<file path="config.mk">
export PLATFORM = sky130hd
export DESIGN_NAME = capture_top
export DESIGN_NICKNAME = d
export VERILOG_FILES = /design/src/hw/cap_cfg_pkg.sv /design/src/hw/cap_types_pkg.sv /design/src/hw/addr_counter.sv /design/src/hw/lane_sram.sv /design/src/hw/pair_packer.sv /design/src/hw/sweep_fsm.sv /design/src/hw/capture_top.sv
export SDC_FILE = /design/constraint.sdc
export NUM_CORES = 2
export LEC_CHECK = 0
export BUFFER_PORTS_ARGS = -buffer_cell sky130_fd_sc_hd__buf_2
export CAP_MARGIN = 0
export CELL_PAD_IN_SITES_DETAIL_PLACEMENT = 1
export CELL_PAD_IN_SITES_GLOBAL_PLACEMENT = 2
export CORE_ASPECT_RATIO = 1.5
export CORE_UTILIZATION = 50
export DETAILED_ROUTE_END_ITERATION = 10
export PLACE_DENSITY_LB_ADDON = 0.25
export SETUP_SLACK_MARGIN = 0.4
export SYNTH_ARGS = -nofsm -noshare
export SYNTH_HDL_FRONTEND = slang
export SYNTH_SLANG_ARGS = --single-unit
</file>
<file path="constraint.sdc">
create_clock -name rclk -period 9.6 [get_ports rclk]
set_input_delay 1.92 -clock rclk [delete_from_list [all_inputs] [get_ports rclk]]
set_output_delay 1.92 -clock rclk [all_outputs]
set_load 0.05 [all_outputs]
</file>
<file path="src/hw/cap_cfg_pkg.sv">
/*
 * Capture buffer configuration
 * Lane geometry, field widths and the command opcode set
 */

`default_nettype none

package cap_cfg_pkg;

    // ------------------------------
    // Row geometry
    // ------------------------------
    parameter int lanes      = 8;
    parameter int sample_w   = 9;
    parameter int pairs      = lanes / 2;
    parameter int pair_w     = 2 * sample_w;

    // Address field carried in commands and responses
    parameter int max_addr_w = 15;

    // Command opcodes
    typedef enum logic [1:0] {
        op_write_sweep = 2'd0,
        op_read_sweep  = 2'd1,
        op_mgmt_read   = 2'd2
    } cap_op_e;

endpackage

`default_nettype wire

</file>
<file path="src/hw/cap_types_pkg.sv">
/*
 * Capture buffer transfer types
 * Command word, memory row views, read stream beat and
 * management response
 */

`default_nettype none

package cap_types_pkg;

    import cap_cfg_pkg::*;

    // Command from the control port, 17 bits
    typedef struct packed {
        cap_op_e                 op;
        logic [max_addr_w-1:0]   addr;
    } cap_cmd_t;

    // ------------------------------
    // One memory row, 72 bits
    // ------------------------------
    // Both views run from the top bit down, so lane 2k lands in the
    // upper half of pair k
    typedef union packed {
        logic [0:lanes-1][sample_w-1:0] lane;
        logic [0:pairs-1][pair_w-1:0]   pair;
    } cap_row_u;

    // Read stream beat, 34 bits
    typedef struct packed {
        logic [pair_w-1:0]       pair;
        logic [max_addr_w-1:0]   addr;
        logic                    last;
    } cap_beat_t;

    // Management read result, 87 bits
    typedef struct packed {
        logic [max_addr_w-1:0]   addr;
        cap_row_u                row;
    } cap_mgmt_rsp_t;

endpackage

`default_nettype wire

</file>
<file path="src/hw/addr_counter.sv">
/*
 * Sweep address counter
 * Steps through every row address and flags the top one
 */

`timescale 1ns/1ps
`default_nettype none

module addr_counter #(
    parameter int ADDR_W = 5
)
(
    input  logic                rclk,
    input  logic                rrstn,
    input  logic                clear,
    input  logic                advance,
    output logic [ADDR_W-1:0]   addr,
    output logic                last
);

    // Natural rollover takes the top address back to zero
    always_ff @(posedge rclk or negedge rrstn)
    begin
        if (!rrstn)
            addr <= '0;
        else if (clear)
            addr <= '0;
        else if (advance)
            addr <= addr + 1'b1;
    end

    assign last = &addr;

    a_no_clear_advance : assert property (@(posedge rclk) disable iff (!rrstn)
        !(clear && advance));

endmodule

`default_nettype wire

</file>
<file path="src/hw/lane_sram.sv">
/*
 * Row memory
 * Single port, one full row per address, read data registered
 */

`timescale 1ns/1ps
`default_nettype none

module lane_sram
    import cap_types_pkg::*;
#(
    parameter int ADDR_W = 5
)
(
    input  logic                rclk,
    input  logic                en,
    input  logic                we,
    input  logic [ADDR_W-1:0]   addr,
    input  cap_row_u            wdata,
    output cap_row_u            rdata
);

    localparam int depth = 2 ** ADDR_W;

    cap_row_u mem [depth];

    // rdata keeps its value until the next read strobe
    always_ff @(posedge rclk)
    begin
        if (en)
        begin
            if (we)
                mem[addr] <= wdata;
            else
                rdata <= mem[addr];
        end
    end

endmodule

`default_nettype wire

</file>
<file path="src/hw/pair_packer.sv">
/*
 * Read stream packer
 * Holds one row and sends it out as four lane-pair beats
 * under valid/ready flow control
 */

`timescale 1ns/1ps
`default_nettype none

module pair_packer
    import cap_cfg_pkg::*, cap_types_pkg::*;
#(
    parameter int ADDR_W = 5
)
(
    input  logic                rclk,
    input  logic                rrstn,

    input  logic                row_load,
    input  cap_row_u            row,
    input  logic [ADDR_W-1:0]   row_addr,
    input  logic                row_last,
    output logic                row_free,

    output cap_beat_t           beat,
    output logic                beat_valid,
    input  logic                beat_ready,
    output logic                beat_done
);

    localparam int idx_w = $clog2(pairs);

    logic                full;
    logic [idx_w-1:0]    idx;
    logic                at_end;
    logic                xfer;
    cap_row_u            row_q;
    logic [ADDR_W-1:0]   addr_q;
    logic                last_q;

    assign at_end = (idx == idx_w'(pairs - 1));
    assign xfer   = beat_valid && beat_ready;

    // Free when empty, or when the final pair leaves this cycle
    assign row_free = !full || (xfer && at_end);

    assign beat_valid = full;
    assign beat.pair  = row_q.pair[idx];
    assign beat.addr  = max_addr_w'(addr_q);
    assign beat.last  = last_q && at_end;
    assign beat_done  = xfer && beat.last;

    // ------------------------------
    // Occupancy and pair index
    // ------------------------------
    always_ff @(posedge rclk or negedge rrstn)
    begin
        if (!rrstn)
        begin
            full <= 1'b0;
            idx  <= '0;
        end
        else if (row_load)
        begin
            full <= 1'b1;
            idx  <= '0;
        end
        else if (xfer)
        begin
            if (at_end)
                full <= 1'b0;
            idx <= idx + 1'b1;
        end
    end

    always_ff @(posedge rclk)
    begin
        if (row_load)
        begin
            row_q  <= row;
            addr_q <= row_addr;
            last_q <= row_last;
        end
    end

    a_beat_hold : assert property (@(posedge rclk) disable iff (!rrstn)
        beat_valid && !beat_ready |=> beat_valid && $stable(beat));

endmodule

`default_nettype wire

</file>
<file path="src/hw/sweep_fsm.sv">
/*
 * Capture buffer sequencer
 * Takes one command at a time and runs the write sweep, read sweep
 * or management read against the row memory
 */

`timescale 1ns/1ps
`default_nettype none

module sweep_fsm
    import cap_cfg_pkg::*, cap_types_pkg::*;
#(
    parameter int ADDR_W = 5
)
(
    input  logic                rclk,
    input  logic                rrstn,

    input  cap_cmd_t            cmd,
    input  logic                cmd_valid,
    output logic                cmd_ready,

    input  logic [ADDR_W-1:0]   cnt_addr,
    input  logic                cnt_last,
    output logic                cnt_clear,
    output logic                cnt_advance,

    output logic                mem_en,
    output logic                mem_we,
    output logic [ADDR_W-1:0]   mem_addr,
    input  cap_row_u            rd_row,

    input  logic                row_free,
    output logic                row_load,
    output logic [ADDR_W-1:0]   row_addr,
    output logic                row_last,
    input  logic                beat_done,

    output cap_mgmt_rsp_t       mgmt_rsp,
    output logic                mgmt_valid,
    output logic                write_done,
    output logic                read_done
);

    typedef enum logic [2:0] {
        idle,
        writing,
        reading,
        draining,
        mgmt_issue,
        mgmt_wait
    } state_e;

    state_e              state;
    state_e              state_d;
    logic                accept;
    logic                issue;
    logic                pend;
    logic [ADDR_W-1:0]   pend_addr;
    logic                pend_last;
    logic [ADDR_W-1:0]   mgmt_addr;

    assign cmd_ready = (state == idle);
    assign accept    = cmd_valid && cmd_ready;

    // Read sweep issues only when the packer can take a row
    assign issue = (state == reading) && row_free;

    // ------------------------------
    // Counter and memory strobes
    // ------------------------------
    assign cnt_clear   = accept;
    assign cnt_advance = (state == writing) || issue;

    assign mem_en   = (state == writing) || issue || (state == mgmt_issue);
    assign mem_we   = (state == writing);
    assign mem_addr = (state == mgmt_issue) ? mgmt_addr : cnt_addr;

    // Pending row moves into the packer once it frees up
    assign row_load = pend && row_free;
    assign row_addr = pend_addr;
    assign row_last = pend_last;

    // Memory data is on rd_row in mgmt_wait
    assign mgmt_valid    = (state == mgmt_wait);
    assign mgmt_rsp.addr = max_addr_w'(mgmt_addr);
    assign mgmt_rsp.row  = rd_row;

    always_comb
    begin
        state_d = state;
        case (state)
            idle:
            begin
                if (accept)
                begin
                    case (cmd.op)
                        op_write_sweep: state_d = writing;
                        op_read_sweep:  state_d = reading;
                        op_mgmt_read:   state_d = mgmt_issue;
                        default:        state_d = idle;
                    endcase
                end
            end
            writing:
            begin
                if (cnt_last)
                    state_d = idle;
            end
            reading:
            begin
                if (issue && cnt_last)
                    state_d = draining;
            end
            draining:
            begin
                if (beat_done)
                    state_d = idle;
            end
            mgmt_issue: state_d = mgmt_wait;
            mgmt_wait:  state_d = idle;
            default:    state_d = idle;
        endcase
    end

    always_ff @(posedge rclk or negedge rrstn)
    begin
        if (!rrstn)
        begin
            state      <= idle;
            pend       <= 1'b0;
            write_done <= 1'b0;
            read_done  <= 1'b0;
        end
        else
        begin
            state      <= state_d;
            write_done <= (state == writing) && cnt_last;
            read_done  <= (state == draining) && beat_done;
            if (issue)
                pend <= 1'b1;
            else if (row_load)
                pend <= 1'b0;
        end
    end

    // Address and tag of the row in the memory stage
    always_ff @(posedge rclk)
    begin
        if (accept)
            mgmt_addr <= cmd.addr[ADDR_W-1:0];
        if (issue)
        begin
            pend_addr <= cnt_addr;
            pend_last <= cnt_last;
        end
    end

    // No read row waits for the packer while the sweep writes
    a_we_in_write : assert property (@(posedge rclk) disable iff (!rrstn)
        mem_we |-> !pend);

    // Read sweep fully drained before a new command is taken
    a_ready_in_idle : assert property (@(posedge rclk) disable iff (!rrstn)
        cmd_ready |-> !pend && !beat_done);

endmodule

`default_nettype wire

</file>
<file path="src/hw/capture_top.sv">
/*
 * Capture buffer top level
 * Sequencer, address counter, row memory and read packer
 */

`timescale 1ns/1ps
`default_nettype none

module capture_top
    import cap_types_pkg::*;
#(
    parameter int ADDR_W = 5
)
(
    input  logic            rclk,
    input  logic            rrstn,

    input  cap_cmd_t        cmd,
    input  logic            cmd_valid,
    output logic            cmd_ready,

    input  cap_row_u        samples,

    output cap_beat_t       beat,
    output logic            beat_valid,
    input  logic            beat_ready,

    output cap_mgmt_rsp_t   mgmt_rsp,
    output logic            mgmt_valid,
    output logic            write_done,
    output logic            read_done
);

    logic                cnt_clear;
    logic                cnt_advance;
    logic [ADDR_W-1:0]   cnt_addr;
    logic                cnt_last;

    logic                mem_en;
    logic                mem_we;
    logic [ADDR_W-1:0]   mem_addr;
    cap_row_u            rd_row;

    logic                row_free;
    logic                row_load;
    logic [ADDR_W-1:0]   row_addr;
    logic                row_last;
    logic                beat_done;

    sweep_fsm #(
        .ADDR_W      (ADDR_W)
    ) u_fsm (
        .rclk        (rclk),
        .rrstn       (rrstn),
        .cmd         (cmd),
        .cmd_valid   (cmd_valid),
        .cmd_ready   (cmd_ready),
        .cnt_addr    (cnt_addr),
        .cnt_last    (cnt_last),
        .cnt_clear   (cnt_clear),
        .cnt_advance (cnt_advance),
        .mem_en      (mem_en),
        .mem_we      (mem_we),
        .mem_addr    (mem_addr),
        .rd_row      (rd_row),
        .row_free    (row_free),
        .row_load    (row_load),
        .row_addr    (row_addr),
        .row_last    (row_last),
        .beat_done   (beat_done),
        .mgmt_rsp    (mgmt_rsp),
        .mgmt_valid  (mgmt_valid),
        .write_done  (write_done),
        .read_done   (read_done)
    );

    addr_counter #(
        .ADDR_W  (ADDR_W)
    ) u_cnt (
        .rclk    (rclk),
        .rrstn   (rrstn),
        .clear   (cnt_clear),
        .advance (cnt_advance),
        .addr    (cnt_addr),
        .last    (cnt_last)
    );

    // Samples go straight to the write port
    lane_sram #(
        .ADDR_W (ADDR_W)
    ) u_sram (
        .rclk   (rclk),
        .en     (mem_en),
        .we     (mem_we),
        .addr   (mem_addr),
        .wdata  (samples),
        .rdata  (rd_row)
    );

    pair_packer #(
        .ADDR_W     (ADDR_W)
    ) u_pack (
        .rclk       (rclk),
        .rrstn      (rrstn),
        .row_load   (row_load),
        .row        (rd_row),
        .row_addr   (row_addr),
        .row_last   (row_last),
        .row_free   (row_free),
        .beat       (beat),
        .beat_valid (beat_valid),
        .beat_ready (beat_ready),
        .beat_done  (beat_done)
    );

endmodule

`default_nettype wire

</file>
==> run_results.csv <==
group,metric,value,unit
die,start_util,50.4,%
worst_setup_path,crit_family,"buffers and inverters",
worst_setup_path,path_cells,"nor3b_4 -> buf_4 -> mux2i_4 -> buf_4 -> buf_4 -> mux2i_1 -> o22ai_1 -> nor4_1 -> nand2_1",
clock_network,cts_root_buffer,"clkbuf_16",
die,die_y,544,µm
worst_setup_path,cpMostUsedCell,"buf_4",
sta,setup_ws,4210,ps
power,p_switching,10.0,mW
global_routing,grt_pass1_vias,55700,
logic_synthesis,yosys_warnings,0,
sta,setup-violations-final,0,
power,peakVddDrop,0.256,mV
die,core,194000,µm²
power,clock_power_share,29.0,%
logic_synthesis,ys_types,52,
sta,finClkSkew,57.5,ps
cells_and_area,fin_nets,5594,
logic_synthesis,ys_top_cells_by_area,"edfxtp_1 75%, mux2i_1 8.4%, mux4_2 7.3%, o22ai_1 2.6%, nand2_1 1.5%",
cells_and_area,finalInstanceArea,110000,µm²
detailed_routing,detail_route.wirelength,297,mm
worst_setup_path,cp_slowest_stage_delay,1090,ps
clock_network,cts_buffers,230,
min_path,min_path_type,"register to register",
clock_network,postCtsHoldBufs,0,
worst_setup_path,crit_buf_inv,3,
placement,place_area,103000,µm²
worst_setup_path,crit_fanout,55,
global_routing,grt_max_degree,134,
sta,tightest_slew,1270,ps
die,dieArea,198000,µm²
logic_synthesis,synthFlopType,"edfxtp_1",
cells_and_area,post-route-util,56.4,%
detailed_routing,drtIter0Drc,6504,
clock_network,cts_max_path_buffers,4,
clock_network,postCtsSetupBuffers,0,
sta,rsz0062_at_grt,"false",
clock_network,cts-resized-gates,0,
logic_synthesis,ys_ff_latch,2479,
logic_synthesis,synth_edf_count,2465,
worst_setup_path,cp_slowest_cell,"mux2i_4",
placement,place_congestion,0.800,
sta,maxSlewViolCount,0,
worst_setup_path,worstSetupPathType,"register to register",
logic_synthesis,netlist.area_leader.share,75.5,%
worst_setup_path,cp.arrival,6020,ps
run,cap_violations,0,
logic_synthesis,synth_common_cells,"2465 x edfxtp_1, 821 x mux2i_1, 405 x o22ai_1",
sta,fmax,185,MHz
global_routing,gr-total-overflow,0,
die,die_w,364,µm
detailed_routing,first_pass_iters,6,
detailed_routing,ant_nets,0,
die,row_count,198,
detailed_routing,via_per_inst,6.54,
logic_synthesis,syn_area_per_cell,18.7,µm²
sta,final_hold_viol_count,0,
worst_setup_path,endpoint_kind,"register",
global_routing,antenna_found_initial,40,
power,p_sw_share,32.8,%
cells_and_area,fillerInstances,16900,
sta,period_needed,5390,ps
sta,fin_hold_ws,419,ps
cells_and_area,drive_gt1_share,17.8,%
detailed_routing,vias,54200,
sta,fin_tns_setup,0,ps
power,power_density,279,nW/µm²
clock_network,cts_sinks,2479,
clock_network,clock_latency,890,ps
global_routing,gr-usage-all-layers,29.8,%
clock_network,cts_tree,"yes",
placement,place_ws,4260,ps
logic_synthesis,synth_area,98100,µm²
placement,hpwl,161,mm
worst_setup_path,crit_path_start_kind,"register",
power,pwr-share-seq,43.7,%
detailed_routing,route.detailed.drc,0,
cells_and_area,syn_to_final_growth,11.8,%
clock_network,htree_levels,4,
logic_synthesis,ys_seq_area_share,75.8,%
power,power_frac_comb,27.3,%
run_status,status,"completed",
placement,io_buffers,188,
logic_synthesis,yosysTopAreaCell,"edfxtp_1",
detailed_routing,wl_per_cell,35.9,µm
power,p_int,20.6,mW
global_routing,grt_pass1_wl,412,mm
sta,max_slew_margin,15.2,%
logic_synthesis,ys_async_sr_fraction,0.565,%
logic_synthesis,netlist_instances,5257,
die,io_pins,219,
clock_network,cts.reportedPaths.clkPinSlew,60,ps
worst_setup_path,crit_required,10220,ps
sta,finalCritPeriodShare,56.2,%
power,p_leak,37.4,nW
logic_synthesis,yosysMostFrequentCell,"edfxtp_1",
==> registers in the layout, summed over array words and instances, names as in the netlist, 2 cells and up <==
name / cells
u_pack.addr_q: 5
u_cnt.addr: 5
u_pack.idx: 2
u_sram.mem: 2304
u_sram.rdata: 72
u_fsm.state: 3
u_fsm.mgmt_addr: 5
u_pack.row_q: 72
u_fsm.row_addr: 5
==> final cells by class <==
cell class                      instances  area, µm²  area share [%]
Multi-Input combinational cell       2459      22700            20.7
Sequential cell                      2479      74400            67.8
Tap cell                             2600       3250            2.97
Timing Repair Buffer                  322       2130            1.95
Antenna cell                            7       17.5          0.0160
Clock buffer                          279       6020            5.49
Inverter                                6       22.5          0.0205
Clock inverter                        133       1090           0.992
==> per-stage QoR <==
step	cells	power [mW]
after detailed placement	7866	21.9
after CTS	8278	30.7
after global routing	8281	31.4
final	8285	30.6
after global placement	7866	21.7
after floorplan	5276	18.8
==> power groups by stage <==
stage	registers (mW)	logic, mW	clock network, mW
after detailed placement	13.6	8.30	0
after CTS	13.4	8.35	8.96
final	13.4	8.34	8.86
after global placement	13.5	8.14	0
after global routing	13.4	8.70	9.29
after floorplan	13.6	5.19	0
==> layer usage <==
metal,part of all wire (%),global-route usage (%),vias up,wire [µm]
met5,0.054,0,-,160
met4,3.3,9.45,26,9720
met3,8.5,5.50,565,25300
met2,50,50.3,2560,147000
met1,39,39.3,29100,115000
li1,-,-,21900,-
==> path summary, 6_finish.rpt <==
kind	from	to	slack, ps	cells after the start
worst max-delay path	u_fsm.state[0]$_DFFE_PN0P_	u_sram.rdata[14]$_DFFE_PP_	4210	9
worst min-delay path	u_fsm.row_addr[2]$_DFFE_PP_	u_pack.addr_q[2]$_DFFE_PP_	420	0
worst max register to register	u_fsm.state[0]$_DFFE_PN0P_	u_sram.rdata[14]$_DFFE_PP_	4210	9
worst min register to register	u_fsm.row_addr[2]$_DFFE_PP_	u_pack.addr_q[2]$_DFFE_PP_	420	0
max in group asynchronous	rrstn	u_cnt.addr[1]$_DFFE_PN0P_	8350	1
min in group asynchronous	rrstn	u_fsm.pend$_DFFE_PN0P_	950	1
==> logic make-up after synthesis <==
group                      Yosys count  synth area share, %
other                                1              0.00382
muxes                             1142                 15.7
AOI/OAI and AO/OA                  618                 3.79
and+or+nand+nor                    672                 3.07
buffers and inverters              338                 1.54
adders and majority gates            3               0.0383
xor gates and xnor gates             4               0.0357
DFF                               2479                 75.8
==> worst register-to-register path: stages (launching register included) <==
cell and delay (ps):
dfrtp_1 620, nor3b_4 250, buf_4 560, mux2i_4 1100
buf_4 640, buf_4 830, mux2i_1 350, o22ai_1 130
nor4_1 540, nand2_1 120
==> cell usage in the layout, fill, tap and decap left out, types with 11 or more instances in the layout <==
cell type and instances:
o22ai_1 404, buf_2 188, clkbuf_1 45, bufinv_16 16, buf_12 15, clkbuf_16 234, buf_4 119, nand3_1 17
mux4_2 318, edfxtp_1 2465, clkinv_2 34, conb_1 20, dfrtp_1 11, nor4_1 134, nand2_1 392, nor2_1 43
a31oi_1 12, a21oi_1 165, nor2_4 32, mux2i_1 819, clkinv_1 60
(Power assumes the default switching activity.)
